**src/dcache_pkg.sv**
```systemverilog
package dcache_pkg;

    // geometry
    localparam int DC_INDEX_W    = 4;
    localparam int DC_WORD_OFF_W = 2;
    localparam int DC_OFF_W      = DC_WORD_OFF_W + 2;        // byte offset inside a line
    localparam int DC_TAG_W      = 32 - DC_INDEX_W - DC_OFF_W;
    localparam int DC_SETS       = 1 << DC_INDEX_W;
    localparam int DC_WORDS      = 1 << DC_WORD_OFF_W;

    typedef logic [31:0] word_t;
    typedef logic [3:0]  strb_t;
    typedef logic [31:0] addr_t;
    typedef logic [DC_INDEX_W-1:0] index_t;

    // word 0 sits in the low bits
    typedef word_t [DC_WORDS-1:0] line_t;

    typedef struct packed {
        logic                valid;
        logic [DC_TAG_W-1:0] tag;
    } tag_entry_t;

endpackage

```
**src/dcache_ifs.sv**
```systemverilog


// dirty victim write-back
interface dc_wb_if;
    logic                  start;
    dcache_pkg::addr_t     victim_addr;
    dcache_pkg::line_t     victim_line;
    logic                  busy;
    logic                  done;

    modport ctrl (output start, victim_addr, victim_line, input  busy, done);
    modport wb   (input  start, victim_addr, victim_line, output busy, done);
endinterface

```
**src/dcache_writeback.sv**
```systemverilog
module dcache_writeback (
    input  logic              clk,
    input  logic              rstn,
    dc_wb_if.wb               wb,
    output logic              o_mem_wr_valid,
    input  logic              i_mem_wr_ready,
    output dcache_pkg::addr_t o_mem_wr_addr,
    output dcache_pkg::word_t o_mem_wr_data,
    output logic              o_mem_wr_last,
    input  logic              i_mem_wr_done
);

    typedef enum logic [1:0] {
        W_IDLE,
        W_SEND,
        W_WAIT
    } wstate_t;

    wstate_t                              state_q;
    logic [dcache_pkg::DC_WORD_OFF_W-1:0] beat_q;
    dcache_pkg::line_t                    line_q;
    dcache_pkg::addr_t                    addr_q;

    always_ff @(posedge clk) begin
        if (!rstn) begin
            state_q <= W_IDLE;
            beat_q  <= '0;
        end else begin
            case (state_q)
                W_IDLE: begin
                    if (wb.start) begin
                        state_q <= W_SEND;
                        beat_q  <= '0;
                    end
                end
                W_SEND: begin
                    if (i_mem_wr_ready) begin
                        beat_q <= beat_q + 1'b1;
                        if (&beat_q) state_q <= W_WAIT;   // last word gone
                    end
                end
                W_WAIT:  if (i_mem_wr_done) state_q <= W_IDLE;
                default: state_q <= W_IDLE;
            endcase
        end
    end

    // victim copy, the way may be refilled meanwhile
    always_ff @(posedge clk) begin
        if (wb.start && state_q == W_IDLE) begin
            line_q <= wb.victim_line;
            addr_q <= wb.victim_addr;
        end
    end

    assign o_mem_wr_valid = (state_q == W_SEND);
    assign o_mem_wr_last  = (state_q == W_SEND) && (&beat_q);
    assign o_mem_wr_data  = line_q[beat_q];
    assign o_mem_wr_addr  = addr_q;

    assign wb.busy = (state_q != W_IDLE);
    assign wb.done = (state_q == W_WAIT) && i_mem_wr_done;

endmodule

```
**src/flat_wrapper.sv**
```systemverilog
// flat-port wrapper written by rule: the top's interface ports become plain ports
module dcache_writeback_flat 
  (clk, rstn, o_mem_wr_valid, i_mem_wr_ready, o_mem_wr_addr, o_mem_wr_data, o_mem_wr_last, i_mem_wr_done, wb_start, wb_victim_addr, wb_victim_line, wb_busy, wb_done);
  dc_wb_if wb_i ();
  input  logic clk;
  input  logic rstn;
  output logic o_mem_wr_valid;
  input  logic i_mem_wr_ready;
  output dcache_pkg::addr_t o_mem_wr_addr;
  output dcache_pkg::word_t o_mem_wr_data;
  output logic o_mem_wr_last;
  input  logic i_mem_wr_done;
  input wire logic [$bits(wb_i.start)-1:0] wb_start;
  input wire logic [$bits(wb_i.victim_addr)-1:0] wb_victim_addr;
  input wire logic [$bits(wb_i.victim_line)-1:0] wb_victim_line;
  output wire logic [$bits(wb_i.busy)-1:0] wb_busy;
  output wire logic [$bits(wb_i.done)-1:0] wb_done;
  assign wb_i.start = wb_start;
  assign wb_i.victim_addr = wb_victim_addr;
  assign wb_i.victim_line = wb_victim_line;
  assign wb_busy = wb_i.busy;
  assign wb_done = wb_i.done;
  dcache_writeback u_core (.clk(clk), .rstn(rstn), .wb(wb_i), .o_mem_wr_valid(o_mem_wr_valid), .i_mem_wr_ready(i_mem_wr_ready), .o_mem_wr_addr(o_mem_wr_addr), .o_mem_wr_data(o_mem_wr_data), .o_mem_wr_last(o_mem_wr_last), .i_mem_wr_done(i_mem_wr_done));
endmodule
```
**config.mk**
```make
export PLATFORM = sky130hd
export DESIGN_NAME = dcache_writeback_flat
export DESIGN_NICKNAME = d
export VERILOG_FILES = /design/src/dcache_pkg.sv /design/src/dcache_ifs.sv /design/src/dcache_writeback.sv /design/src/flat_wrapper.sv
export SDC_FILE = /design/constraint.sdc
export NUM_CORES = 1
export LEC_CHECK = 0
export BUFFER_PORTS_ARGS = -buffer_cell sky130_fd_sc_hd__buf_4
export CAP_MARGIN = 20
export CORE_UTILIZATION = 48
export DETAILED_ROUTE_END_ITERATION = 16
export PLACE_DENSITY = 0.86
export SLEW_MARGIN = 15
export SYNTH_ARGS = -nofsm -noshare
export SYNTH_HDL_FRONTEND = slang
export SYNTH_SLANG_ARGS = --single-unit
```
**constraint.sdc**
```tcl
create_clock -name clk -period 11 [get_ports clk]
set_clock_uncertainty 0.05 [all_clocks]
set_input_delay 1.1 -clock clk [delete_from_list [all_inputs] [get_ports clk]]
set_output_delay 1.1 -clock clk [all_outputs]
set_load 0.02 [all_outputs]
```
Yosys cells after proc, flatten, opt, wreduce, memory -nomap -nowiden
Index checks and enable logic that the tools add are counted.
{ "op_classes": {"addsub": 1, "n_reduce_logical": 9, "magnitude_cmp": 1, "eq_ne": 6, "muxes": 10} }
{ "ops": {"columns": ["operator", "n"], "rows": [
  ["$bmux 32 s2", 1],
  ["$mux 32", 1],
  ["$mux 2", 6],
  ["$pmux 2 s3", 1],
  ["$ne 2x1->1 const B", 2],
  ["$ne 2x2->1 const B", 2],
  ["$pmux 2 s2", 1],
  ["$reduce_and 4->1", 1],
  ["$reduce_bool 2->1", 2],
  ["$logic_and 1x1->1", 3],
  ["$lt 2x3->1 const B", 1],
  ["$reduce_and 3->1", 1],
  ["$add 2x1->2 const B", 1],
  ["$eq 2x1->1 const B", 1],
  ["$eq 2x2->1 const B", 1],
  ["$logic_not 2->1", 1],
  ["$reduce_and 2->1", 1]
]} }
{ "totals": {"in_bits": 165, "regBits": 164, "wordCells": 34, "out_inout_bits": 68} }

Longest topological paths before layout
Gate-level depths: netlist of run 1.
{ "depth": {"word_depth": 4, "mapped_depth": 5, "depth_no_buf": 4} }

Worst setup path before layout of run 1
No wires, ideal clock.
{ "synth_timing": {"kind": "input to register", "startpoint": "input port wb_start", "endpoint": "register u_core.line_q[0] (netlist bit) (enable)", "cell_stages": 2, "path_buffers": 0, "setup_ps": 682, "required_ps": 10268, "arrival_time_ps": 7719, "path_slack_ps": 2548, "cell_sequence": "inv_1 > nor2_1"} }
{ "synth_via": {"elab_chain_cells": 1} }
{ "synth_rtl": {"columns": ["item", "line_no", "rtl"], "rows": [
  ["from (decl)", "flat_wrapper.sv:13", "input wire logic [$bits(wb_i.start)-1:0] wb_start;"],
  ["$logic_and 1x1->1", "dcache_writeback.sv:50", "if (wb.start && state_q == W_IDLE) begin"],
  ["to (signal assigned)", "dcache_writeback.sv:51", "line_q <= wb.victim_line;"],
  ["to (decl)", "dcache_writeback.sv:21", "dcache_pkg::line_t line_q;"]
]} }
No other way between the ends.
A chain may end at the register's enable or synchronous reset.

Worst setup path after layout of run 1
{ "layout_timing": {"startpoint": "register u_core.beat_q[0] (netlist bit)", "endpoint": "output port o_mem_wr_data[16]"} }
{ "layout_via": {"elab_chain_cells": 2} }
{ "layout_rtl": {"columns": ["item", "line_no", "rtl"], "rows": [
  ["from (decl)", "dcache_writeback.sv:20", "logic [dcache_pkg::DC_WORD_OFF_W-1:0] beat_q;"],
  ["from (signal assigned)", "dcache_writeback.sv:38", "beat_q <= beat_q + 1'b1;"],
  ["$bmux 32 s2", "dcache_writeback.sv:58", "assign o_mem_wr_data = line_q[beat_q];"],
  ["$mux 32 (not written as such)", "dcache_writeback.sv:58", null],
  ["to (decl)", "flat_wrapper.sv:10", "output dcache_pkg::word_t o_mem_wr_data;"]
]} }
No other way between the ends. The select of a mux whose other input is x is not followed.

==> results.md, run 1 <==
- The flow ran to the end, and the final reports show no timing, DRC or antenna violations.
- The depth of the CTS H-tree is 4.
- The worst path arrival time is 2.37 ns.
- The later-pin clock latency in the skew report is 0.42 ns.
- The final instance area is 8300 sq um.
- Clock-pin slew was measured on the worst setup and hold paths at 0.06 ns.
- The count of flip-flops with a built-in enable after synthesis is 160.
- The number of failing hold endpoints at the final stage is 0.
- The first detailed-routing pass ran for 4 iterations.
- Walking the worst path, the cells encountered are buf_4, mux4_1, buf_4.
- The cell at the slowest stage of the critical path is sky130_fd_sc_hd__mux4_1.
- The remaining antenna violation count after routing is 0.
- Along the worst path, the maximum fanout reaches 22.
- The worst hold path was traced through 2 stages.
- The type of the setup path with the least slack is flop to output pin.
- The path length in cells of the critical path is 3.
- The initialized floorplan defines 39 standard-cell rows.
- Counting I/O delays and the setup requirement, the final critical path takes 3.52 ns.
- For this run, the leading register cell type out of synthesis is sky130_fd_sc_hd__edfxtp_1.
- The cell sitting at the root of the clock tree is a sky130_fd_sc_hd__clkbuf_16.
- The mean routed wirelength per cell is 19.3 um.
- The largest voltage drop on the vdd net is 181 uV.
- The sort of element at the end of the critical path is an output pin.
- Synthesis produced 228 cells.
- The post-cts repair resize count is 0.
- The floorplan die height is 112 um.
- The count of buffers from port buffering is 232.
- Ranked by total cell area, the synthesized netlist is headed by sky130_fd_sc_hd__edfxtp_1, sky130_fd_sc_hd__mux4_2, sky130_fd_sc_hd__mux4_1.
- The number of remaining DRC errors is 0.
- The most numerous cell type found on the critical path is sky130_fd_sc_hd__buf_4.
- The largest total area in the synthesized netlist belongs to sky130_fd_sc_hd__edfxtp_1.
- The number of antenna diodes in the final layout is 0.
- Counting flops and latches in the post-synthesis netlist gives 164.
- The die covers 12600 sq um.
- For flop-to-flop paths, the worst setup slack is 9.01 ns.
- Entering global routing, the biggest net connects 161 pins.
- The buffers plus inverters on the worst setup path is 2.
- The post-layout instance count excluding filler cells is 629.
- In the routed layout, each cell is associated on average with a via count of 5.05.
- The post-route clock period utilization is 0.320.
- Setup repair after global routing left no endpoint under its margin.
- The number of buffers created by CTS is 17.
- The first global-routing pass estimated 18.0 mm of wire.
- The netlist area before placement is 5850 sq um.
- Counting flops with an async set or reset pin after synthesis yields a share of 0.
- For this run, the share of the core covered by cells in the final layout is 0.712.
- Once placement completed, the tool counted placed cells totaling 597.
- The final-report setup violation count is 0.
- The placed wire-length estimate is 8.34 mm.
- The buffers inserted during post-CTS setup optimization is 0.
- After global routing the overflow that remains totals 0.
- The TritonCTS clock tree is yes.
- Buffers inserted to repair hold after CTS numbered 0.
- Across every metal layer, demand over resource in global routing totals 0.202.
- The hold path startpoint is u_core.state_q[0]$_SDFFE_PN0P_.
- Compared with the post-synthesis result, the final layout area differs by 41.9%.
- For this run, the top clock speed supported by timing is 284 MHz.
- No sink is reached through more buffers than the 2 on the longest clock path.
- The number of antenna violations at the first check in global routing came to 0.
- The ratio of cells with drive above 1 in the final layout is 0.611.
- The cell area after placement is 7720 sq um.
- At the pin with the least slew margin, the transition time is 0.927 ns.
- The number of global-route vias before repair was 3505.
- In this run the critical register-to-register path is launched from u_core.state_q[1]$_SDFFE_PN0P_.
- The initial utilization of the core area, before any placement, comes to 0.502.
- The highest cell delay on the worst timing path is 0.64 ns.
- At the worst endpoint, the required time is 9.85 ns.
- The endpoint identified for the worst register-to-register timing path is u_core.line_q[71]$_DFFE_PP_.
- The startpoint kind of the worst setup timing path is a flop.
- The CTS sink count is 164.
- The power per standard cell area is 173 nW/um^2.
- Counting distinct cell types in the post-synthesis netlist gives 25.
- The destination of the worst hold path is u_core.beat_q[0]$_SDFFE_PN0P_.
- The overall power is 1.44 mW.
- The average cell area after synthesis is 25.7 sq um.
- The tool flagged a number of max-cap violations equal to 0.
- The placer congestion estimate is 0.761.
- The register area share after synthesis is 0.835.
- The number of warnings printed during yosys synthesis is 0.
- The total negative slack is 0 ns.
- The max-slew violation count was 0.
- The cell class contributing the biggest share of worst-path delay is buffers and inverters.
- In this run the tightest slew margin relative to its limit is 0.382.
- The worst min-delay path class is flop to flop.
- The count of routing violations after the opening detailed-route iteration is 178.
- The area share of the largest cell type after synthesis is 0.821.
- The horizontal die dimension is 112 um.
- The number of cells on the worst reg-to-reg path is 3.
- The routed layout has 3176 vias.
- For this design the static power due to leakage is 3.20 nW.
- In this run the standard cell core region covers 11700 sq um.
- The sum of routed wire length over all layers is 12.2 mm.
- For this run, the post-layout net count is 639.
- Counting every net in the synthesized netlist gives 394.
- In this run the count of I/O pins placed on the die edge is 233.
routing by layer:
metal	vias up	routed length, um	track usage
li1	1459	-	-
met1	1537	4040	0.193
met2	149	6690	0.363
met3	31	1060	0.0907
met4	0	363	0.108
met5	-	0	0
layout by cell type (no fill, tap or decap), types with 2 or more instances in the layout:
master	n
sky130_fd_sc_hd__and2_1	2
sky130_fd_sc_hd__buf_4	233
sky130_fd_sc_hd__bufinv_16	2
sky130_fd_sc_hd__clkbuf_16	17
sky130_fd_sc_hd__clkinv_2	2
sky130_fd_sc_hd__clkinv_4	3
sky130_fd_sc_hd__clkinvlp_4	4
sky130_fd_sc_hd__dfxtp_1	2
sky130_fd_sc_hd__dfxtp_2	2
sky130_fd_sc_hd__edfxtp_1	160
sky130_fd_sc_hd__inv_1	3
sky130_fd_sc_hd__inv_6	3
sky130_fd_sc_hd__mux4_1	4
sky130_fd_sc_hd__mux4_2	28
sky130_fd_sc_hd__nand2_1	2
sky130_fd_sc_hd__nor2b_1	2
sky130_fd_sc_hd__nor3b_1	2
how the worst max path moves through the flow:
stage / from / to / slack, ns
2_1_floorplan: wb_start / u_core.line_q[0]$_DFFE_PP_ / 2.55
3_3_place_gp: u_core.beat_q[0]$_SDFFE_PN0P_ / o_mem_wr_data[16] / 7.93
3_5_place_dp: u_core.beat_q[0]$_SDFFE_PN0P_ / o_mem_wr_data[16] / 7.87
4_1_cts: u_core.beat_q[0]$_SDFFE_PN0P_ / o_mem_wr_data[16] / 7.39
5_1_grt: u_core.beat_q[0]$_SDFFE_PN0P_ / o_mem_wr_data[16] / 7.33
6_report: u_core.beat_q[0]$_SDFFE_PN0P_ / o_mem_wr_data[16] / 7.48
final cells by class:
class                   instances  area (sq um)
flip-flops and latches        164          4890
fillers                       701          3360
repair buffers                234          1770
multi-input cells              53           875
clock buffers                  17           425
well taps                     143           179
clock inverters                15           156
inverters                       3          11.3
metrics by stage:
stage / setup slack, ns / hold WS, ns
2_1_floorplan: 2.55 / 0.459
3_3_place_gp: 7.93 / 0.475
3_5_place_dp: 7.87 / 0.499
4_1_cts: 7.39 / 0.510
5_1_grt: 7.33 / 0.541
6_report: 7.48 / 0.514
logic make-up (layout without fill, tap and decap cells):
group,Yosys count,after routing,synth area share
flip-flops,164,164,0.835
multiplexers,32,32,0.126
AND/OR/NAND/NOR,15,15,0.0152
buffers and inverters,11,269,0.0167
AO/OA/AOI/OAI,5,5,0.00513
adder cells (fa/ha/maj),1,1,0.00214
Yosys cell counts, drive strengths merged, types with 2 or more instances:
master and n:
nor3b 2, nor2 2, and2 2, nand2 2, dfxtp 4, edfxtp 160, inv 3, buf 8
nor2b 2, mux4 32
tightest hold or removal path: cells and delay by family, from the launching register on:
kind / cells / cell delay [ns]
DFF: 1 / 0.37
AOI/OAI and AO/OA: 2 / 0.16
registers in the layout, indices dropped and copies added (netlist names):
name	count
u_core.beat_q	2
u_core.line_q	128
u_core.state_q	2
u_core.o_mem_wr_addr	32
power by group:
part	internal (mW)	leakage [nW]	switching, mW	total (mW)
Sequential	0.728	1.56	0.0110	0.739
Clock	0.335	0.274	0.235	0.570
Combinational	0.0726	1.37	0.0582	0.131
Power figures use the tool's default switching activity.
==> run 2: changes to the inputs <==
==> constraint.sdc (replaced) <==
create_clock -name clk -period 3.5 [get_ports clk]
set_clock_uncertainty 0.05 [all_clocks]
set_input_delay 0.35 -clock clk [delete_from_list [all_inputs] [get_ports clk]]
set_output_delay 0.35 -clock clk [all_outputs]
set_load 0.02 [all_outputs]
==> results.md, run 2 (same netlist as run 1, synthesis figures left out) <==
- The via total after detailed routing is 3188.
- The switching power is 935 uW.
- In the final routed layout, each cell accounts on average for 18.5 um.
- The full die area is 12600 sq um.
- The count of buffers from port buffering is 232.
- The worst path in the final design needs a cycle of 2.49 ns, including I/O delays and setup.
- Leaving out fill and tap cells, the most frequent cell in the layout is sky130_fd_sc_hd__buf_4.
- Hold is met by 0.0533 ns.
- The horizontal die dimension is 112 um.
- The share of total power dissipated in the clock network is 0.401.
- The power per standard cell area is 547 nW/um^2.
- The total negative slack is 0 ns.
- In the layout the commonest cells are sky130_fd_sc_hd__buf_4, sky130_fd_sc_hd__edfxtp_1, sky130_fd_sc_hd__mux4_2, sky130_fd_sc_hd__clkbuf_16, sky130_fd_sc_hd__clkinvlp_4.
- The number of failing hold endpoints at the final stage is 0.
- Internal power comes to 3.63 mW.
- For the worst setup path, the data arrival time is 2.09 ns.
- The clock tree synthesis step divided the H-tree into 4 levels.
- The later-pin clock latency in the skew report is 0.41 ns.
- Of the total power, registers draw 0.508.
- The first-pass GRT wire length is 17.5 mm.
- The max-capacitance violation count is 0.
- Entering global routing, the biggest net connects 82 pins.
- The buffers inserted during post-CTS setup optimization is 0.
- The register with the most flip-flops in the layout has 128 of them.
- Setup violations remaining at the end of the flow were counted as 0.
- The antenna cell count is 0.
- The number of top-level pins is 233.
- The remaining antenna violation count after routing is 0.
- The number of antenna violations at the first check in global routing came to 0.
- The post-route core utilization is 0.715.
- The flow ran to the end, and the final reports show no timing, DRC or antenna violations.
- Buffers inserted to repair hold after CTS numbered 0.
- In this run the standard cell core region covers 11700 sq um.
- The net count of the finished layout is 640.
- After detailed routing, the number of vias per cell comes to 5.07.
- The met1 routing resource usage after global routing is 0.200.
- The placed wire-length estimate is 8.17 mm.
- The floorplan has 39 rows.
- Measured against its own limit, the worst slew margin works out to 0.384.
- The cell sitting at the root of the clock tree is a sky130_fd_sc_hd__clkbuf_16.
- In this run, post-CTS repair resized a total of 0 instances.
- The placer congestion estimate is 0.731.
- The worst-case IR drop observed on VDD is 415 uV.
- For this run, the top clock speed supported by timing is 401 MHz.
- Once placement completed, the tool counted placed cells totaling 598.
- In the routed design, unresolved DRC markers number 0.
- STA classifies the critical path startpoint as a flop.
- The post-route clock period utilization is 0.713.
- Setup repair after global routing left no endpoint under its margin.
- After clock tree synthesis, the clock-pin slew on the worst setup and hold paths is 0.06 ns.
- The critical path is of the flop to output pin type.
- In this run the most used layer during global routing was met2.
- The number of global-route vias before repair is 3473.
- The transition time at the pin with the least slew margin is 0.924 ns.
- For this run, global-route usage on met3 was measured as 0.0848.
- The max-slew violation count is 0.
- The switching power share of the total is 0.205.
- Data on the critical path is required at its endpoint by 3.10 ns.
- Across every metal layer, demand over resource in global routing totals 0.193.
- For this run the aggregate overflow at the end of global routing stands at 0.
- The clock passes through at most 2 buffers.
- The register with the most flip-flops in the final layout is u_core.line_q.
- The pre-antenna-repair detailed-routing pass consisted of 4 iterations.
- The sum of routed wire length over all layers is 11.7 mm.
- The number of cells on the worst reg-to-reg path is 3.
- Measured along the y axis, the die boundary spans 112 um.
- In the global route stage, met2 resource usage came out at 0.335.
- The number of buffers created by CTS is 17.
- The worst min-delay path class is input pin to flop.
- The initial utilization of the core area, before any placement, comes to 0.502.
- The leakage power total is 3.21 nW.
- Of the cells placed in the final design, the portion with a size suffix greater than 1 is 0.609.
- Of the total power, combinational logic draws 0.091.
- TritonCTS built the clock tree.
- Of all nets on the critical path, the largest fanout is 26.
- The CTS sink count is 164.
- The cell depth of the worst min-delay path is 1.
- The count of routing violations after the opening detailed-route iteration is 230.
- Compared with the post-synthesis result, the final layout area differs by 42.7%.
- The post-layout instance count excluding filler cells is 629.
- STA classifies the critical path endpoint as an output pin.
-- run 2: changes by cell type in the layout (fill, tap and decap cells not counted), sizes merged --
cell      delta
bufinv       +1
buf          +1
clkinvlp     +1
clkinv       -1
inv          -2
-- run 2: final timing paths --
kind              slack (ns)                       endpoint                      startpoint
setup / recovery        1.01              o_mem_wr_data[14]   u_core.beat_q[0]$_SDFFE_PN0P_
hold reg to reg         0.54  u_core.beat_q[1]$_SDFFE_PN0P_  u_core.state_q[0]$_SDFFE_PN0P_
setup reg to reg        1.73    u_core.line_q[25]$_DFFE_PP_  u_core.state_q[1]$_SDFFE_PN0P_
hold / removal          0.05     u_core.line_q[6]$_DFFE_PP_               wb_victim_line[6]
-- run 2: through the flow --
stage                     cell area, sq um  setup slack, ns  power [mW]
after global routing                  8340            0.869        4.70
final                                 8340             1.01        4.57
after CTS                             8340            0.952        4.61
after detailed placement              7760             1.40        2.78
after floorplan                       5860           0.0112        2.54
after global placement                7760             1.44        2.76
-- run 2: critical path: stages, from the launching register on --
cell                      delay, ns
sky130_fd_sc_hd__dfxtp_2       0.59
sky130_fd_sc_hd__buf_12        0.29
sky130_fd_sc_hd__mux4_1        0.61
sky130_fd_sc_hd__buf_4         0.18
-- run 2: routing by layer --
layer | vias up | routed length (um)
li1 | 1456 | -
met1 | 1545 | 4090
met2 | 160 | 6270
met3 | 27 | 1000
met4 | 0 | 299
met5 | - | 0
-- run 2: power groups by stage --
stage,Combinational [mW],Clock [mW],Sequential [mW]
2_1_floorplan,0.156,0,2.38
3_3_place_gp,0.410,0,2.35
3_5_place_dp,0.421,0,2.36
4_1_cts,0.423,1.87,2.32
5_1_grt,0.443,1.93,2.33
6_report,0.417,1.83,2.32
-- run 2: cell type report --
class                           instances  area, sq um
Clock buffer                           17          425
Clock inverter                         14          163
Fill cell                             670         3320
Inverter                                3         11.3
Multi-Input combinational cell         53          877
Sequential cell                       164         4890
Tap cell                              143          179
Timing Repair Buffer                  235         1800
