[src/dcache_pkg.sv]
package dcache_pkg;

    // geometry
    localparam int DC_INDEX_W    = 4;
    localparam int DC_WORD_OFF_W = 2;
    localparam int DC_OFF_W      = DC_WORD_OFF_W + 2;        // byte offset inside a line
    localparam int DC_TAG_W      = 32 - DC_INDEX_W - DC_OFF_W;
    localparam int DC_SETS       = 1 << DC_INDEX_W;
    localparam int DC_WORDS      = 1 << DC_WORD_OFF_W;

    typedef logic [31:0] word_t;
    typedef logic [3:0]  strb_t;
    typedef logic [31:0] addr_t;
    typedef logic [DC_INDEX_W-1:0] index_t;

    // word 0 sits in the low bits
    typedef word_t [DC_WORDS-1:0] line_t;

    typedef struct packed {
        logic                valid;
        logic [DC_TAG_W-1:0] tag;
    } tag_entry_t;

endpackage

[src/dcache_ifs.sv]
// request buffer <-> main control
interface dc_req_if;
    logic                  req_pending;
    dcache_pkg::addr_t     req_addr;
    logic                  req_we;
    dcache_pkg::index_t    look_index;     // index the arrays read this cycle
    logic                  take;
    logic                  done;
    dcache_pkg::line_t     hit_line;
    dcache_pkg::line_t     merged_line;    // hit_line with store bytes applied

    modport front (
        output req_pending, req_addr, req_we, look_index, merged_line,
        input  take, done, hit_line
    );
    modport ctrl (
        input  req_pending, req_addr, req_we, look_index, merged_line,
        output take, done, hit_line
    );
endinterface

// line refill from memory
interface dc_refill_if;
    logic                  start;
    dcache_pkg::addr_t     line_addr;
    logic                  busy;
    logic                  done;
    dcache_pkg::line_t     line;

    modport ctrl   (output start, line_addr, input  busy, done, line);
    modport refill (input  start, line_addr, output busy, done, line);
endinterface

// dirty victim write-back
interface dc_wb_if;
    logic                  start;
    dcache_pkg::addr_t     victim_addr;
    dcache_pkg::line_t     victim_line;
    logic                  busy;
    logic                  done;

    modport ctrl (output start, victim_addr, victim_line, input  busy, done);
    modport wb   (input  start, victim_addr, victim_line, output busy, done);
endinterface

[src/dcache_ctrl.sv]
module dcache_ctrl (
    input  logic                   clk,
    input  logic                   rstn,
    output logic                   o_rready,
    output logic                   o_wready,
    dc_req_if.ctrl                 req,
    dc_refill_if.ctrl              rf,
    dc_wb_if.ctrl                  wb,
    output logic [1:0]             o_tag_we,
    output dcache_pkg::tag_entry_t o_tag_wdata,
    input  dcache_pkg::tag_entry_t i_tag_rdata [2],
    output logic [1:0]             o_data_we,
    output dcache_pkg::line_t      o_data_wdata,
    input  dcache_pkg::line_t      i_data_rdata [2]
);

    typedef enum logic [2:0] {
        S_IDLE,
        S_LOOKUP,
        S_MISS,
        S_FILL,      // refill write
        S_FINISH
    } state_t;

    state_t state_q, state_d;

    logic [1:0][dcache_pkg::DC_SETS-1:0] valid_q;
    logic [1:0][dcache_pkg::DC_SETS-1:0] dirty_q;
    logic [dcache_pkg::DC_SETS-1:0]      lru_q;    // way to replace next
    logic                                vic_q;
    logic                                rf_ok_q;
    logic                                wb_ok_q;

    dcache_pkg::index_t            idx;
    logic [dcache_pkg::DC_TAG_W-1:0] tag;
    logic [1:0]                    hit;
    logic                          hit_any;
    logic                          hit_way;
    logic                          vic;
    logic                          vic_dirty;
    logic                          miss_go;
    logic                          fill_go;

    assign idx = req.req_addr[dcache_pkg::DC_OFF_W +: dcache_pkg::DC_INDEX_W];
    assign tag = req.req_addr[31 -: dcache_pkg::DC_TAG_W];

    // tag compare in the lookup cycle
    assign hit[0]  = valid_q[0][idx] && i_tag_rdata[0].valid && (i_tag_rdata[0].tag == tag);
    assign hit[1]  = valid_q[1][idx] && i_tag_rdata[1].valid && (i_tag_rdata[1].tag == tag);
    assign hit_any = |hit;
    assign hit_way = hit[1];

    assign vic       = lru_q[idx];
    assign vic_dirty = valid_q[vic][idx] && dirty_q[vic][idx];

    // units must be free before a miss goes out
    assign miss_go = (state_q == S_LOOKUP) && !hit_any && !rf.busy && !wb.busy;
    assign fill_go = (state_q == S_MISS) && (rf_ok_q || rf.done) && (wb_ok_q || wb.done);

    always_comb begin
        state_d = state_q;
        case (state_q)
            S_IDLE:   if (req.req_pending) state_d = S_LOOKUP;
            S_LOOKUP: begin
                if (hit_any) begin
                    state_d = S_IDLE;
                end else if (miss_go) begin
                    state_d = S_MISS;
                end
            end
            S_MISS:   if (fill_go) state_d = S_FILL;
            S_FILL:   state_d = S_FINISH;
            S_FINISH: state_d = S_IDLE;
            default:  state_d = S_IDLE;
        endcase
    end

    assign req.take = (state_q == S_IDLE) && req.req_pending;
    assign req.done = ((state_q == S_LOOKUP) && hit_any) || (state_q == S_FINISH);
    assign o_rready = req.done && !req.req_we;
    assign o_wready = req.done && req.req_we;

    // refilled line stays in the return buffer until the next miss
    assign req.hit_line = (state_q == S_LOOKUP) ? i_data_rdata[hit_way] : rf.line;

    assign rf.start     = miss_go;
    assign rf.line_addr = {req.req_addr[31:dcache_pkg::DC_OFF_W], {dcache_pkg::DC_OFF_W{1'b0}}};

    assign wb.start       = miss_go && vic_dirty;
    assign wb.victim_addr = {i_tag_rdata[vic].tag, idx, {dcache_pkg::DC_OFF_W{1'b0}}};
    assign wb.victim_line = i_data_rdata[vic];

    assign o_tag_we          = (state_q == S_FILL) ? (2'b01 << vic_q) : 2'b00;
    assign o_tag_wdata.valid = 1'b1;
    assign o_tag_wdata.tag   = tag;

    always_comb begin
        o_data_we = 2'b00;
        if (state_q == S_FILL) begin
            o_data_we = 2'b01 << vic_q;
        end else if (state_q == S_LOOKUP && req.req_we) begin
            o_data_we = hit;                 // store hit
        end
    end
    assign o_data_wdata = req.merged_line;

    always_ff @(posedge clk) begin
        if (!rstn) begin
            state_q <= S_IDLE;
            valid_q <= '0;
            dirty_q <= '0;
            lru_q   <= '0;
            vic_q   <= 1'b0;
            rf_ok_q <= 1'b0;
            wb_ok_q <= 1'b0;
        end else begin
            state_q <= state_d;
            if (miss_go) begin
                vic_q   <= vic;
                rf_ok_q <= 1'b0;
                wb_ok_q <= !vic_dirty;       // clean victim needs no write-back
            end
            if (state_q == S_MISS) begin
                if (rf.done) rf_ok_q <= 1'b1;
                if (wb.done) wb_ok_q <= 1'b1;
            end
            if (state_q == S_LOOKUP && hit_any) begin
                lru_q[idx] <= !hit_way;
                if (req.req_we) dirty_q[hit_way][idx] <= 1'b1;
            end
            if (state_q == S_FILL) begin
                valid_q[vic_q][idx] <= 1'b1;
                dirty_q[vic_q][idx] <= req.req_we;
                lru_q[idx]          <= !vic_q;
            end
        end
    end

endmodule

[src/flat_wrapper.sv]
// flat-port wrapper written by rule: the top's interface ports become plain ports
module dcache_ctrl_flat 
  (clk, rstn, o_rready, o_wready, o_tag_we, o_tag_wdata, i_tag_rdata, o_data_we, o_data_wdata, i_data_rdata, req_req_pending, req_req_addr, req_req_we, req_look_index, req_merged_line, req_take, req_done, req_hit_line, rf_start, rf_line_addr, rf_busy, rf_done, rf_line, wb_start, wb_victim_addr, wb_victim_line, wb_busy, wb_done);
  dc_req_if req_i ();
  dc_refill_if rf_i ();
  dc_wb_if wb_i ();
  input  logic clk;
  input  logic rstn;
  output logic o_rready;
  output logic o_wready;
  output logic [1:0] o_tag_we;
  output dcache_pkg::tag_entry_t o_tag_wdata;
  input  dcache_pkg::tag_entry_t i_tag_rdata[2];
  output logic [1:0] o_data_we;
  output dcache_pkg::line_t o_data_wdata;
  input  dcache_pkg::line_t i_data_rdata[2];
  input wire logic [$bits(req_i.req_pending)-1:0] req_req_pending;
  input wire logic [$bits(req_i.req_addr)-1:0] req_req_addr;
  input wire logic [$bits(req_i.req_we)-1:0] req_req_we;
  input wire logic [$bits(req_i.look_index)-1:0] req_look_index;
  input wire logic [$bits(req_i.merged_line)-1:0] req_merged_line;
  output wire logic [$bits(req_i.take)-1:0] req_take;
  output wire logic [$bits(req_i.done)-1:0] req_done;
  output wire logic [$bits(req_i.hit_line)-1:0] req_hit_line;
  output wire logic [$bits(rf_i.start)-1:0] rf_start;
  output wire logic [$bits(rf_i.line_addr)-1:0] rf_line_addr;
  input wire logic [$bits(rf_i.busy)-1:0] rf_busy;
  input wire logic [$bits(rf_i.done)-1:0] rf_done;
  input wire logic [$bits(rf_i.line)-1:0] rf_line;
  output wire logic [$bits(wb_i.start)-1:0] wb_start;
  output wire logic [$bits(wb_i.victim_addr)-1:0] wb_victim_addr;
  output wire logic [$bits(wb_i.victim_line)-1:0] wb_victim_line;
  input wire logic [$bits(wb_i.busy)-1:0] wb_busy;
  input wire logic [$bits(wb_i.done)-1:0] wb_done;
  assign req_i.req_pending = req_req_pending;
  assign req_i.req_addr = req_req_addr;
  assign req_i.req_we = req_req_we;
  assign req_i.look_index = req_look_index;
  assign req_i.merged_line = req_merged_line;
  assign req_take = req_i.take;
  assign req_done = req_i.done;
  assign req_hit_line = req_i.hit_line;
  assign rf_start = rf_i.start;
  assign rf_line_addr = rf_i.line_addr;
  assign rf_i.busy = rf_busy;
  assign rf_i.done = rf_done;
  assign rf_i.line = rf_line;
  assign wb_start = wb_i.start;
  assign wb_victim_addr = wb_i.victim_addr;
  assign wb_victim_line = wb_i.victim_line;
  assign wb_i.busy = wb_busy;
  assign wb_i.done = wb_done;
  dcache_ctrl u_core (.clk(clk), .rstn(rstn), .o_rready(o_rready), .o_wready(o_wready), .req(req_i), .rf(rf_i), .wb(wb_i), .o_tag_we(o_tag_we), .o_tag_wdata(o_tag_wdata), .i_tag_rdata(i_tag_rdata), .o_data_we(o_data_we), .o_data_wdata(o_data_wdata), .i_data_rdata(i_data_rdata));
endmodule
[config.mk]
export PLATFORM = sky130hd
export DESIGN_NAME = dcache_ctrl_flat
export DESIGN_NICKNAME = d
export VERILOG_FILES = /design/src/dcache_pkg.sv /design/src/dcache_ifs.sv /design/src/dcache_ctrl.sv /design/src/flat_wrapper.sv
export SDC_FILE = /design/constraint.sdc
export NUM_CORES = 1
export LEC_CHECK = 0
export BUFFER_PORTS_ARGS = -buffer_cell sky130_fd_sc_hd__buf_2
export CAP_MARGIN = 0
export CORE_AREA = 2 2 424 426
export CTS_CLUSTER_SIZE = 14
export DETAILED_ROUTE_END_ITERATION = 10
export DIE_AREA = 0 0 426 428
export SETUP_SLACK_MARGIN = 0.02
export SKIP_LAST_GASP = 1
export SLEW_MARGIN = 25
export SYNTH_ARGS = -nofsm -noshare
export SYNTH_HDL_FRONTEND = slang
export SYNTH_SLANG_ARGS = --single-unit
[constraint.sdc]
create_clock -name clk -period 2.5 [get_ports clk]
set_input_delay 0.125 -clock clk [delete_from_list [all_inputs] [get_ports clk]]
set_output_delay 0.125 -clock clk [all_outputs]
set_load 0.1 [all_outputs]
# After elaboration in Yosys (flattened, before gate mapping)

Cells that the tools add are included.

Output and inout port bits: 483
Flip-flop bits (word level): 86

Reduce and logical (&&, ||, !) cells: 32
Mux-type cells: 54
Order comparisons: 9
Shifts and indexed selects: 1
Eq/ne operators: 9
Bitwise operators: 4

Operators by type and width:

| operator                                                                             | count |
|---|---|
| 128-bit 2-to-1 mux                                                                   | 7 |
| 16-bit 2-to-1 mux                                                                    | 9 |
| 32-bit 2-to-1 mux                                                                    | 4 |
| 24-bit 2-to-1 mux                                                                    | 3 |
| 32-bit bitwise OR                                                                    | 2 |
| 24-bit == test                                                                       | 2 |
| 16-bit bitwise mux                                                                   | 2 |
| 32-bit bitwise mux                                                                   | 1 |
| 16-bit demux with 1-bit select                                                       | 2 |
| 1-bit binary-select mux with 4-bit select                                            | 5 |
| 1-bit logical AND                                                                    | 19 |
| 1-bit 2-to-1 mux                                                                     | 12 |
| 3-bit 2-to-1 mux                                                                     | 4 |
| 3-bit one-hot mux with 4 select lines                                                | 1 |
| 1-bit zero test                                                                      | 7 |
| 3-bit by 2-bit == test with 1-bit output (second input constant)                     | 2 |
| 1-bit by 2-bit < comparator with 1-bit output (second input constant)                | 3 |
| 2-bit 2-to-1 mux                                                                     | 3 |
| 4-bit by 5-bit < comparator with 1-bit output (second input constant)                | 1 |
| 1-bit demux with 4-bit select                                                        | 1 |
| 2-bit greater-or-equal comparator (second input constant)                            | 2 |
| 4-bit by 1-bit greater-or-equal comparator with 1-bit output (second input constant) | 1 |
| 1-bit inverter with 2-bit output                                                     | 2 |
| 3-bit by 1-bit == test with 1-bit output (second input constant)                     | 1 |
| other kinds (10)                                                                     | 13 |

# Longest topological paths before layout

Gate-level depths: netlist (run 1).

Word-level depth: 14
Depth in mapped cells: 13
Gate-level depth less buffers: 7

# Worst setup path after synthesis (run 1)

No wires, ideal clock.

Path kind: input to output
From: input req_req_addr[4]
To: output o_rready
Arrival: 4415 ps
Setup slack: -2040 ps
Stages on the path: 10
Path buffers: 3
Path through: buf_2 > buf_4 > mux4_2 > a22oi_1 > nand2_1 > and3_1 > buf_2 > o21ai_0 > a21oi_1 > nor2b_1

Cells in the longest elaborated chain, start to end: 8

RTL lines:

| item                                                         | line                                 | text |
|---|---|---|
| from (decl)                                                  | flat_wrapper.sv:18                   | `input wire logic [$bits(req_i.req_addr)-1:0] req_req_addr;` |
| 1-bit binary-select mux with 4-bit select (on tied branches) | dcache_ctrl.sv:49, dcache_ctrl.sv:48 |  |
| 1-bit 2-to-1 mux (on tied branches)                          | dcache_ctrl.sv:49, dcache_ctrl.sv:48 |  |
| 1-bit logical AND (on tied branches) (2 in a row)            | dcache_ctrl.sv:49, dcache_ctrl.sv:48 |  |
| 2-bit OR reduction *                                         | dcache_ctrl.sv:50                    | `assign hit_any = \|hit;` |
| 1-bit logical AND *                                          | dcache_ctrl.sv:79                    | `assign req.done = ((state_q == S_LOOKUP) && hit_any) \|\| (state_q == S_FINISH);` |
| 1-bit logical OR *                                           | dcache_ctrl.sv:79                    |  |
| via req_done                                                 | flat_wrapper.sv:23                   | `output wire logic [$bits(req_i.done)-1:0] req_done;` |
| 1-bit logical AND *                                          | dcache_ctrl.sv:80                    | `assign o_rready = req.done && !req.req_we;` |
| to (decl)                                                    | flat_wrapper.sv:9                    | `output logic o_rready;` |

The timed path passes the listed nets; every way through them passes the cells marked *. The select of a mux whose other input is x is not followed.

# Worst setup path after layout (run 1)

From: register u_core.lru_q[11] (netlist bit)
To: output wb_victim_addr[27]

Cells in the longest elaborated chain, start to end: 6

RTL lines:

| item                                                   | line               | text |
|---|---|---|
| from (decl)                                            | dcache_ctrl.sv:29  | `logic [dcache_pkg::DC_SETS-1:0] lru_q;` |
| from (signal, indexed assignment)                      | dcache_ctrl.sv:128 | `lru_q[idx] <= !hit_way;` |
| from (signal, indexed assignment)                      | dcache_ctrl.sv:134 | `lru_q[idx] <= !vic_q;` |
| 1-bit binary-select mux with 4-bit select              | dcache_ctrl.sv:53  | `assign vic = lru_q[idx];` |
| 1-bit 2-to-1 mux (implied by the code)                 | dcache_ctrl.sv:53  |  |
| 1-bit inverter with 2-bit output (implied by the code) | dcache_ctrl.sv:90  | `assign wb.victim_addr = {i_tag_rdata[vic].tag, idx, {dcache_pkg::DC_OFF_W{1'b0}}};` |
| 24-bit 2-to-1 mux (implied by the code) (3 in a row)   | dcache_ctrl.sv:90  |  |
| to (decl)                                              | flat_wrapper.sv:31 | `output wire logic [$bits(wb_i.victim_addr)-1:0] wb_victim_addr;` |

No other way between the ends. The select of a mux whose other input is x is not followed.

==> results.md, run 1 <==
* Outcome: finished with violations
* Failing checks: setup timing
* Post-Syn Area per Cell at 7.08 µm²
* # fillers at 20000
* Dpl cell area at 24200 µm²
* GRT Util Overall at 0.163
* Die height at 428 µm
* # DRC at 0
* Crit Path Category: reg -> out
* Worst-path clk slew at 0.08 ns
* Global-route wire length before repair at 189000 µm
* Cell area after layout at 28600 µm²
* # rows at 155
* Slew @ Worst Pin at 1.06 ns
* Dominant cell type by area after synthesis: mux2_2
* Final period util at 1.25
* TritonCTS clock tree: yes
* Layout cells sized above 1 at 0.722
* Rel. slew slack at 0.296
* Final worst slack at -0.615 ns
* Clock sink total at 86
* Clock Tree Root: clkbuf_16
* Vias in the first global route at 15800
* GR peak layer: met2
* Die area at 182000 µm²
* Core region area at 178000 µm²
* Post-detail-place hpwl at 136000 µm
* Drt total wl at 157000 µm
* Async SR Flop Fraction at 0
* Die Width at 426 µm
* PwrDens at 376 nW/µm²
* Post-synthesis sequential area ratio at 0.159
* Fin. Hold Viols at 0
* Worst setup SP type: register
* Worst skew pair latency at 0.36 ns
* Vias per cell at 3.45
* Vias at 16300
* # setup viols final at 337
* IO buf count at 815
* Dominant synthesized flop cell: dfxtp_1
* Dpl ws at -1.08 ns
* CP required at 2.38 ns
* Post-synthesis register bit count at 86
* Clock Path Buffers at 2
* Final ANT Viol Nets at 0
* Pins Over Slew Limit at 0
* Post-synth EDFFs at 0
* Setup TNS Final at -136.25 ns
* Syn. warnings at 0
* RSZ-0062 raised after global routing: true
* Yosys cell types at 61
* Weighted congestion at the end of routability-driven global placement at 0.964
* Library cell with the highest instance count after synthesis: nand2_1
* Overflow after GRT at 0
* Initial antenna violation count at 134
* Maximum clock rate at 321 MHz
* Post-Synthesis Cells at 1532
* Detailed Routing Iterations Pass 1 at 5
* TritonCTS buffer count at 9
* CP Capture Type: output port
* Iter 0 DRT Violations at 1264
* Top-area cell type share of the netlist area at 0.159
* Synth top cells by count: nand2_1 (303), nor2_1 (225), buf_4 (195)
* Clock Skews at 0.0135 ns
* Hold-fix buffers at CTS at 0
* Starting Density at 0.0610
* Arrival @ worst endpoint at 2.99 ns
* P&R area growth vs syn at 164%
* WL per Instance at 33.1 µm
* Final nets at 2950
* Max-cap violations at 0
* Lkg Pwr at 11.0 nW
* Max VDD drop at 0.294 mV
* Hold Path Class: in -> reg
* Largest net degree at the start of global routing at 42
* Met3 usage at 0.0723
* Met1 global-route usage at 0.186
* Met2 Usage GRT at 0.274
* Min Tclk post-route at 3.12 ns
* IO Count at 1089
* H-tree depth at 3
* Synth area leaders: mux2_2 (16%), dfxtp_1 (16%), buf_4 (14%)
* Critical-path maximum fanout at 7
* Post-Syn Area at 10800 µm²
[final timing paths]
kind | startpoint | end | slack, ns | depth (start not counted)
worst min-delay path | rf_done | u_core.rf_ok_q | 0.05 | 3
worst max register to register | u_core.valid_q[20] | u_core.dirty_q[25] | -0.29 | 13
worst max-delay path | u_core.lru_q[11] | wb_victim_addr[27] | -0.62 | 10
worst min register to register | u_core.rf_ok_q | u_core.rf_ok_q | 0.48 | 2
[critical path, cell delays in order (launching register included)]
cell and delay [ns]:
dfxtp_2 0.34, mux2i_1 0.09, mux4_2 0.61, buf_6 0.18, mux2i_4 0.19, buf_12 0.18, buf_16 0.17, buf_12 0.16
buf_12 0.14, mux2_4 0.37, buf_12 0.19
[state kept, by name (all words and copies together), names as in the netlist]
name,flops
u_core.dirty_q,32
u_core.lru_q,16
u_core.rf_ok_q,1
u_core.state_q,3
u_core.valid_q,32
u_core.vic_q,1
u_core.wb_ok_q,1
[layer usage]
layer	up-vias	wire length [µm]
li1	6845	-
met1	8013	58400
met2	1150	74900
met3	305	17800
met4	36	5050
met5	-	545
[what timing repair did]
| action | CTS | global route |
|---|---|---|
| cloned | 22 | 9 |
| setup endpoints to repair | 340 | 338 |
| setup buffers | 46 | 26 |
| pin swaps | 211 | 212 |
| resized for setup | 452 | 268 |
[cell families after synthesis]
family          Yosys count  share of synthesized area
simple gates            604                      0.226
buf+inv                 319                      0.182
compound gates          287                      0.191
mux                     186                      0.203
flops                    86                      0.159
xor+xnor                 48                     0.0388
other cells               2                   0.000693
[layout make-up]
cell class,count,area (µm²),share of cell area
diodes,33,82.6,0.00288
clock buffers,9,225,0.00787
clock inverters,7,65.1,0.00227
inverters,5,26.3,0.000918
multi-input cells,1134,11500,0.401
flip-flops and latches,86,1740,0.0608
well taps,2355,2950,0.103
repair buffers,1108,12100,0.422
[metrics by stage]
step           std cells   util  power [mW]  hold slack (ns)
2_1_floorplan       1539      -        6.96            0.264
3_3_place_gp        4610  0.136        9.12            0.251
3_5_place_dp        4610  0.136        9.12            0.251
4_1_cts             4691  0.154        10.7           0.0342
5_1_grt             4732  0.161        11.0           0.0487
6_report            4737  0.161        10.8           0.0453
[where the power goes]
part | internal [mW] | switching, mW | leakage (nW)
Sequential | 1.37 | 0.00634 | 0.700
Clock | 0.704 | 0.669 | 0.146
Combinational | 2.62 | 5.40 | 10.1
Total | 4.69 | 6.07 | 11.0
[cells in the final DEF (no fill, tap or decap), types with 23 or more instances in the layout]
cell | netlist | routed
nand2_1 | 303 | 156
buf_2 | 16 | 522
buf_6 | 2 | 23
o221a_2 | 32 | 25
nor2_4 | 0 | 29
buf_4 | 195 | 177
buf_12 | 0 | 342
xnor2_1 | 48 | 47
nor2_1 | 225 | 193
dfxtp_1 | 86 | 72
diode_2 | 0 | 33
a31oi_4 | 0 | 140
o21a_1 | 33 | 33
nand2_4 | 0 | 121
mux2_4 | 0 | 146
Power figures use the tool's default switching activity.
==> run 2: changes to the inputs <==
--- a/config.mk
+++ b/config.mk
@@ -7,10 +7,10 @@
 export LEC_CHECK = 0
 export BUFFER_PORTS_ARGS = -buffer_cell sky130_fd_sc_hd__buf_2
 export CAP_MARGIN = 0
-export CORE_AREA = 2 2 424 426
+export CORE_AREA = 2 2 419 421
 export CTS_CLUSTER_SIZE = 14
 export DETAILED_ROUTE_END_ITERATION = 10
-export DIE_AREA = 0 0 426 428
+export DIE_AREA = 0 0 421 423
 export SETUP_SLACK_MARGIN = 0.02
 export SKIP_LAST_GASP = 1
 export SLEW_MARGIN = 25
==> constraint.sdc (replaced) <==
create_clock -name clk -period 3.28 [get_ports clk]
set_input_delay 0.164 -clock clk [delete_from_list [all_inputs] [get_ports clk]]
set_output_delay 0.164 -clock clk [all_outputs]
set_load 0.1 [all_outputs]
==> run 2 against run 1 <==
Effect of this change:
- the run now ends clean
- combinational power decreased by 32%
- sequential share of layout area increased by 1.7 points
- count of clock-buffer cells in the layout increased by 1
- hold slack improved by 0.053 ns
- sequential power decreased by 24%
- via count decreased by 7.0%
- critical path type unchanged
- non-clock buffer count decreased by 188
- wire length decreased by 12%
- die area decreased by 2.3%
==> results.md, run 2 (same netlist as run 1, synthesis figures left out) <==
* TritonCTS clock tree: yes (unchanged)
* P&R area growth vs syn at 103% (was 164%)
* # DRC at 0 (unchanged)
* TritonCTS buffer count at 9 (unchanged)
* Global-route wire length before repair at 168000 µm (was 189000 µm)
* Most frequent cells in the layout: buf_2 (561), nand2_1 (302), buf_12 (275) (was buf_2 (522), buf_12 (342), nor2_1 (193))
* Rel. slew slack at 0.450 (was 0.296)
* Fin. Hold Viols at 0 (unchanged)
* WL per Instance at 30.5 µm (was 33.1 µm)
* Placed Cells at 4470 (was 4610)
* CP required at 3.12 ns (was 2.38 ns)
* Clock Path Buffers at 2 (unchanged)
* R2R setup slack at 0.72 ns (was -0.29 ns)
* RSZ-0062 raised after global routing: false (was true)
* CP Capture Type: output port (unchanged)
* Maximum clock rate at 312 MHz
* Clock sink total at 86 (unchanged)
* # rows at 153 (was 155)
* Clock Skews at 0.00765 ns (was 0.0135 ns)
* Die height at 423 µm (was 428 µm)
* Clock Tree Root: clkbuf_16 (unchanged)
* Biggest regs: u_core.dirty_q (32), u_core.valid_q (32), u_core.lru_q (16) (unchanged)
* Critical-path maximum fanout at 28 (was 7)
* Worst skew pair latency at 0.35 ns (was 0.36 ns)
* PwrDens at 349 nW/µm² (was 376 nW/µm²)
* IO buf count at 815 (unchanged)
* Arrival @ worst endpoint at 3.04 ns (was 2.99 ns)
* Worst setup SP type: register (unchanged)
* Vias in the first global route at 13900 (was 15800)
* Overflow after GRT at 0 (unchanged)
* Commonest non-fill, non-tap cell in the layout: buf_2 (unchanged)
* Vias per cell at 3.37 (was 3.45)
* Post-detail-place hpwl at 127000 µm (was 136000 µm)
* GRT Util Overall at 0.147 (was 0.163)
* Starting Density at 0.0626 (was 0.0610)
* # setup viols final at 0 (was 337)
* Die Width at 421 µm (was 426 µm)
* Slew @ Worst Pin at 0.823 ns (was 1.06 ns)
* Core region area at 173000 µm² (was 178000 µm²)
* Outcome: finished clean (was finished with violations)
* Max VDD drop at 0.181 mV (was 0.294 mV)
* Setup TNS Final at 0 ns (was -136.25 ns)
* Iter 0 DRT Violations at 1193 (was 1264)
* Finished Core Util at 0.127 (was 0.161)
* Largest net degree at the start of global routing at 87 (was 42)
* Lkg Pwr at 8.58 nW (was 11.0 nW)
* Final Power at 7.69 mW (was 10.8 mW)
* Initial antenna violation count at 147 (was 134)
* Layout cells sized above 1 at 0.590 (was 0.722)
* Vias at 15200 (was 16300)
* Final ANT Viol Nets at 0 (unchanged)
* Final period util at 0.976
* H-tree depth at 3 (unchanged)
* Pins Over Slew Limit at 0 (unchanged)
* Final nets at 2762 (was 2950)
* Weighted congestion at the end of routability-driven global placement at 0.998 (was 0.964)
* Detailed Routing Iterations Pass 1 at 7 (was 5)
* Postcts setup bufs at 0 (was 46)
* Max-cap violations at 0 (unchanged)
* Crit Path Category: reg -> out (unchanged)
* Non-Filler Instances at 4518 (was 4737)
* Hold Path Class: in -> reg (unchanged)
* Drt total wl at 138000 µm (was 157000 µm)
* Worst-path clk slew at 0.07 ns (was 0.08 ns)
* Die area at 178000 µm² (was 182000 µm²)
* IO Count at 1089 (unchanged)
* Min Tclk post-route at 3.20 ns
* Hold-fix buffers at CTS at 0 (unchanged)
==> run 2: cell types whose count changed in the layout (fill, tap and decap cells not counted), moves of 23 or more <==
cell / delta
a31oi_2: +126
a31oi_4: -139
buf_12: -67
buf_2: +39
buf_4: -94
buf_6: -23
mux2_2: +146
mux2_4: -146
nand2_1: +146
nand2_4: -121
nor2_1: +32
nor2_4: -29
==> run 2: report_power, final <==
| group | internal (mW) | switching [mW] |
|---|---|---|
| registers | 1.05 | 0.00414 |
| clock network | 0.745 | 0.437 |
| logic | 1.64 | 3.81 |
==> run 2: final timing paths <==
| kind | startpoint | endpoint | depth (start not counted) |
|---|---|---|---|
| max | u_core.lru_q[11] | wb_victim_line[66] | 9 |
| min | rf_done | u_core.rf_ok_q | 3 |
| max reg2reg | u_core.valid_q[4] | u_core.dirty_q[0] | 8 |
| min reg2reg | u_core.dirty_q[29] | u_core.dirty_q[29] | 2 |
==> run 2: through the flow <==
stage | setup slack (ns) | hold WS, ns | cell area (µm²)
6_report | 0.0790 | 0.0983 | 22100
5_1_grt | 0.00410 | 0.109 | 22000
4_1_cts | 0.0352 | 0.0954 | 22000
3_5_place_dp | 0.0472 | 0.329 | 21600
3_3_place_gp | 0.0403 | 0.329 | 21600
2_1_floorplan | 0.0409 | 0.311 | 11700
==> run 2: timing repair <==
item                       CTS  global route
setup endpoints to repair    1            14
resized for setup            1             4
pin swaps                    0             1
==> run 2: critical path, stage by stage, from the launching register on <==
cell	delay (ns)
dfxtp_1	0.35
mux2i_1	0.13
mux4_2	0.54
buf_4	0.20
mux2i_4	0.26
buf_12	0.19
buf_12	0.21
buf_4	0.18
mux2_2	0.40
buf_12	0.18
==> run 2: per-layer routing <==
layer	global-route usage	part of all wire
met1	0.161	0.36
met2	0.240	0.46
met3	0.0828	0.14
met4	0.0402	0.035
met5	0	0.0026
==> run 2: area by class of cell <==
type | instances | area (µm²)
multi-input combinational | 1134 | 8050
antenna | 33 | 82.6
clock inverter | 5 | 108
inverter | 5 | 18.8
timing repair buffer | 920 | 8940
fill | 19800 | 151000
clock buffer | 10 | 229
tap | 2325 | 2910
sequential | 86 | 1720
==> run 3: changes to the inputs <==
--- a/config.mk
+++ b/config.mk
@@ -11,6 +11,7 @@
 export CTS_CLUSTER_SIZE = 14
 export DETAILED_ROUTE_END_ITERATION = 10
 export DIE_AREA = 0 0 421 423
+export PLACE_DENSITY = 0.31
 export SETUP_SLACK_MARGIN = 0.02
 export SKIP_LAST_GASP = 1
 export SLEW_MARGIN = 25
==> run 3 against run 2 <==
Effect of this change:
- fmax down 0.29%
- critical endpoint is now req_hit_line[71]
- sequential share of layout area hardly changed
- register-to-register slack worse by 0.04 ns
- sequential cell count unchanged
- setup slack worse by 0.0092 ns
==> results.md, run 3 (same netlist as run 1, synthesis figures left out) <==
* Outcome: finished clean (unchanged)
* Worst setup endpoint: req_hit_line[71] (was wb_victim_line[66])
* Weighted congestion at the end of routability-driven global placement at 0.910 (was 0.998)
* Vias at 14000 (was 15200)
* Die Width at 421 µm (unchanged)
* Rel. slew slack at 0.368 (was 0.450)
* Final nets at 2783 (was 2762)
* CP peak stage delay at 0.50 ns (was 0.54 ns)
* CP max stage cell: nor4_1 (was mux4_2)
* Critical-path maximum fanout at 16 (was 28)
* PwrDens at 347 nW/µm² (was 349 nW/µm²)
* Crit Path Category: in -> out (was reg -> out)
* Worst setup SP type: input pin (was register)
* # DRC at 0 (unchanged)
* Start of the worst register-to-register path: u_core.valid_q[12] (was u_core.valid_q[4])
* IO Count at 1089 (unchanged)
* Register area at 1720 µm² (about the same)
* Slew @ Worst Pin at 0.948 ns (was 0.823 ns)
* Crit path launch: req_req_addr[8] (was u_core.lru_q[11])
* Hold-fix buffers at CTS at 0 (unchanged)
* Vias in the first global route at 13800 (was 13900)
* Met1 global-route usage at 0.152 (was 0.161)
* Clock sink total at 86 (unchanged)
* CP Capture Type: output port (unchanged)
* Min Tclk post-route at 3.21 ns (was 3.20 ns)
* TritonCTS clock tree: yes (unchanged)
* GR peak layer: met2 (unchanged)
* Post-detail-place hpwl at 109000 µm (was 127000 µm)
* # rows at 153 (unchanged)
* R2R setup slack at 0.68 ns (was 0.72 ns)
* Worst skew pair latency at 0.36 ns (was 0.35 ns)
* Lkg Pwr at 8.64 nW (was 8.58 nW)
* Global-route wire length before repair at 152000 µm (was 168000 µm)
* Most frequent cells in the layout: buf_2 (564), nand2_1 (302), buf_12 (256) (was buf_2 (561), nand2_1 (302), buf_12 (275))
* GRT Util Overall at 0.130 (was 0.147)
* Core region area at 173000 µm² (unchanged)
* Met2 Usage GRT at 0.214 (was 0.240)
* Drt total wl at 122000 µm (was 138000 µm)
* Arrival @ worst endpoint at 3.05 ns (was 3.04 ns)
* H-tree depth at 3 (unchanged)
* Clock Tree Root: clkbuf_16 (unchanged)
* Hold Path Class: in -> reg (unchanged)
* Commonest non-fill, non-tap cell in the layout: buf_2 (unchanged)
* Largest net degree at the start of global routing at 72 (was 87)
* Vias per cell at 3.11 (was 3.37)
* Clock Path Buffers at 2 (unchanged)
* Non-Filler Instances at 4511 (was 4518)
* Starting Density at 0.0626 (unchanged)
* Iter 0 DRT Violations at 883 (was 1193)
* Maximum clock rate at 312 MHz (about the same)
* RSZ-0062 raised after global routing: true (was false)
* Max VDD drop at 0.184 mV (was 0.181 mV)
* Overflow after GRT at 0 (unchanged)
* IO buf count at 815 (unchanged)
* Multi-input gate area at 8060 µm² (was 8050 µm²)
* FF-to-FF End: u_core.dirty_q[13] (was u_core.dirty_q[0])
* Placed Cells at 4483 (was 4470)
* TritonCTS buffer count at 9 (unchanged)
* Die height at 423 µm (unchanged)
* CP most frequent cell: buf_4 (was buf_12)
* CP required at 3.12 ns (about the same)
* Worst-path clk slew at 0.07 ns (about the same)
* Finished Core Util at 0.127 (about the same)
* Final period util at 0.979 (was 0.976)
* P&R area growth vs syn at 103% (about the same)
* Fin. Hold Viols at 0 (unchanged)
* Final ANT Viol Nets at 0 (unchanged)
* Max-cap violations at 0 (unchanged)
* Pins Over Slew Limit at 0 (unchanged)
* Initial antenna violation count at 37 (was 147)
* CP Cell Sequence: buf_2, xnor2_1, nand4_1, nor4_1, buf_4, and3_4, buf_12, buf_4, nand2_1, a31oi_2, buf_4, buf_12 (was mux2i_1, mux4_2, buf_4, mux2i_4, buf_12, buf_12, buf_4, mux2_2, buf_12)
* # setup viols final at 0 (unchanged)
* Detailed Routing Iterations Pass 1 at 5 (was 7)
* WL per Instance at 27.1 µm (was 30.5 µm)
* # fillers at 19900 (was 19800)
* Clock Skews at 0.0108 ns (was 0.00765 ns)
* Die area at 178000 µm² (unchanged)
* Layout cells sized above 1 at 0.595 (was 0.590)
* Met3 usage at 0.0672 (was 0.0828)
* Biggest regs: u_core.dirty_q (32), u_core.valid_q (32), u_core.lru_q (16) (unchanged)
* Worst R2R Path Depth at 9 (was 8)
[run 3: area by class of cell]
| class | count | share of cell area |
|---|---|---|
| timing repair buffer | 941 | 0.407 |
| multi-input combinational | 1134 | 0.366 |
| tap | 2325 | 0.132 |
| sequential | 86 | 0.0782 |
| clock buffer | 9 | 0.0102 |
| clock inverter | 7 | 0.00511 |
| inverter | 5 | 0.000852 |
| antenna | 4 | 0.000454 |
[run 3: repair_timing]
| item | 4_1_cts | 5_1_grt |
|---|---|---|
| gates cloned | 1 | 3 |
| setup buffers | 0 | 4 |
| setup endpoints to repair | 9 | 53 |
| pin swaps | 0 | 6 |
| resized for setup | 5 | 30 |
[run 3: stage by stage]
| step | setup slack [ns] | hold WS, ns | area, µm² | total power, mW | setup TNS, ns |
|---|---|---|---|---|---|
| detailed placement | 0.113 | 0.329 | 21400 | 6.53 | 0 |
| floorplan | 0.0409 | 0.311 | 11700 | 5.03 | 0 |
| finish | 0.0698 | 0.101 | 22000 | 7.64 | 0 |
| global route | -0.0204 | 0.108 | 22000 | 7.88 | -0.0382 |
| CTS | -0.00175 | 0.0812 | 21800 | 7.75 | -0.00175 |
| global placement | 0.107 | 0.329 | 21400 | 6.54 | 0 |
[run 3: worst min-delay path by stage]
| stage | startpoint | to | slack (ns) | depth (start not counted) |
|---|---|---|---|---|
| 6_report | rf_done | u_core.rf_ok_q | 0.10 | 3 |
| 3_3_place_gp | req_merged_line[0] | o_data_wdata[0] | 0.33 | 0 |
| 4_1_cts | rf_done | u_core.rf_ok_q | 0.08 | 3 |
| 5_1_grt | rf_done | u_core.rf_ok_q | 0.11 | 3 |
| 2_1_floorplan | rf_done | u_core.rf_ok_q | 0.31 | 2 |
| 3_5_place_dp | req_merged_line[0] | o_data_wdata[0] | 0.33 | 0 |
[run 3: where the power goes]
group / total (mW) / switching (mW) / internal (mW)
sequential: 1.05 / 0.00417 / 1.05
clock: 1.19 / 0.451 / 0.740
combinational: 5.40 / 3.81 / 1.59
total: 7.64 / 4.27 / 3.38
[run 3: worst max-delay path: cells and delay by family]
family / cells / cell delay [ns]
buffers and inverters: 6 / 1.13
AOI/OAI and AO/OA: 1 / 0.28
and+or+nand+nor: 4 / 0.96
xor gates and xnor gates: 1 / 0.38
[run 3: routing by layer]
metal  vias to the layer above  routed length, µm
met2                       685              57100
met4                        22               1700
met1                      6721              47700
met3                       142              15400
li1                       6454                  -
met5                         -                151
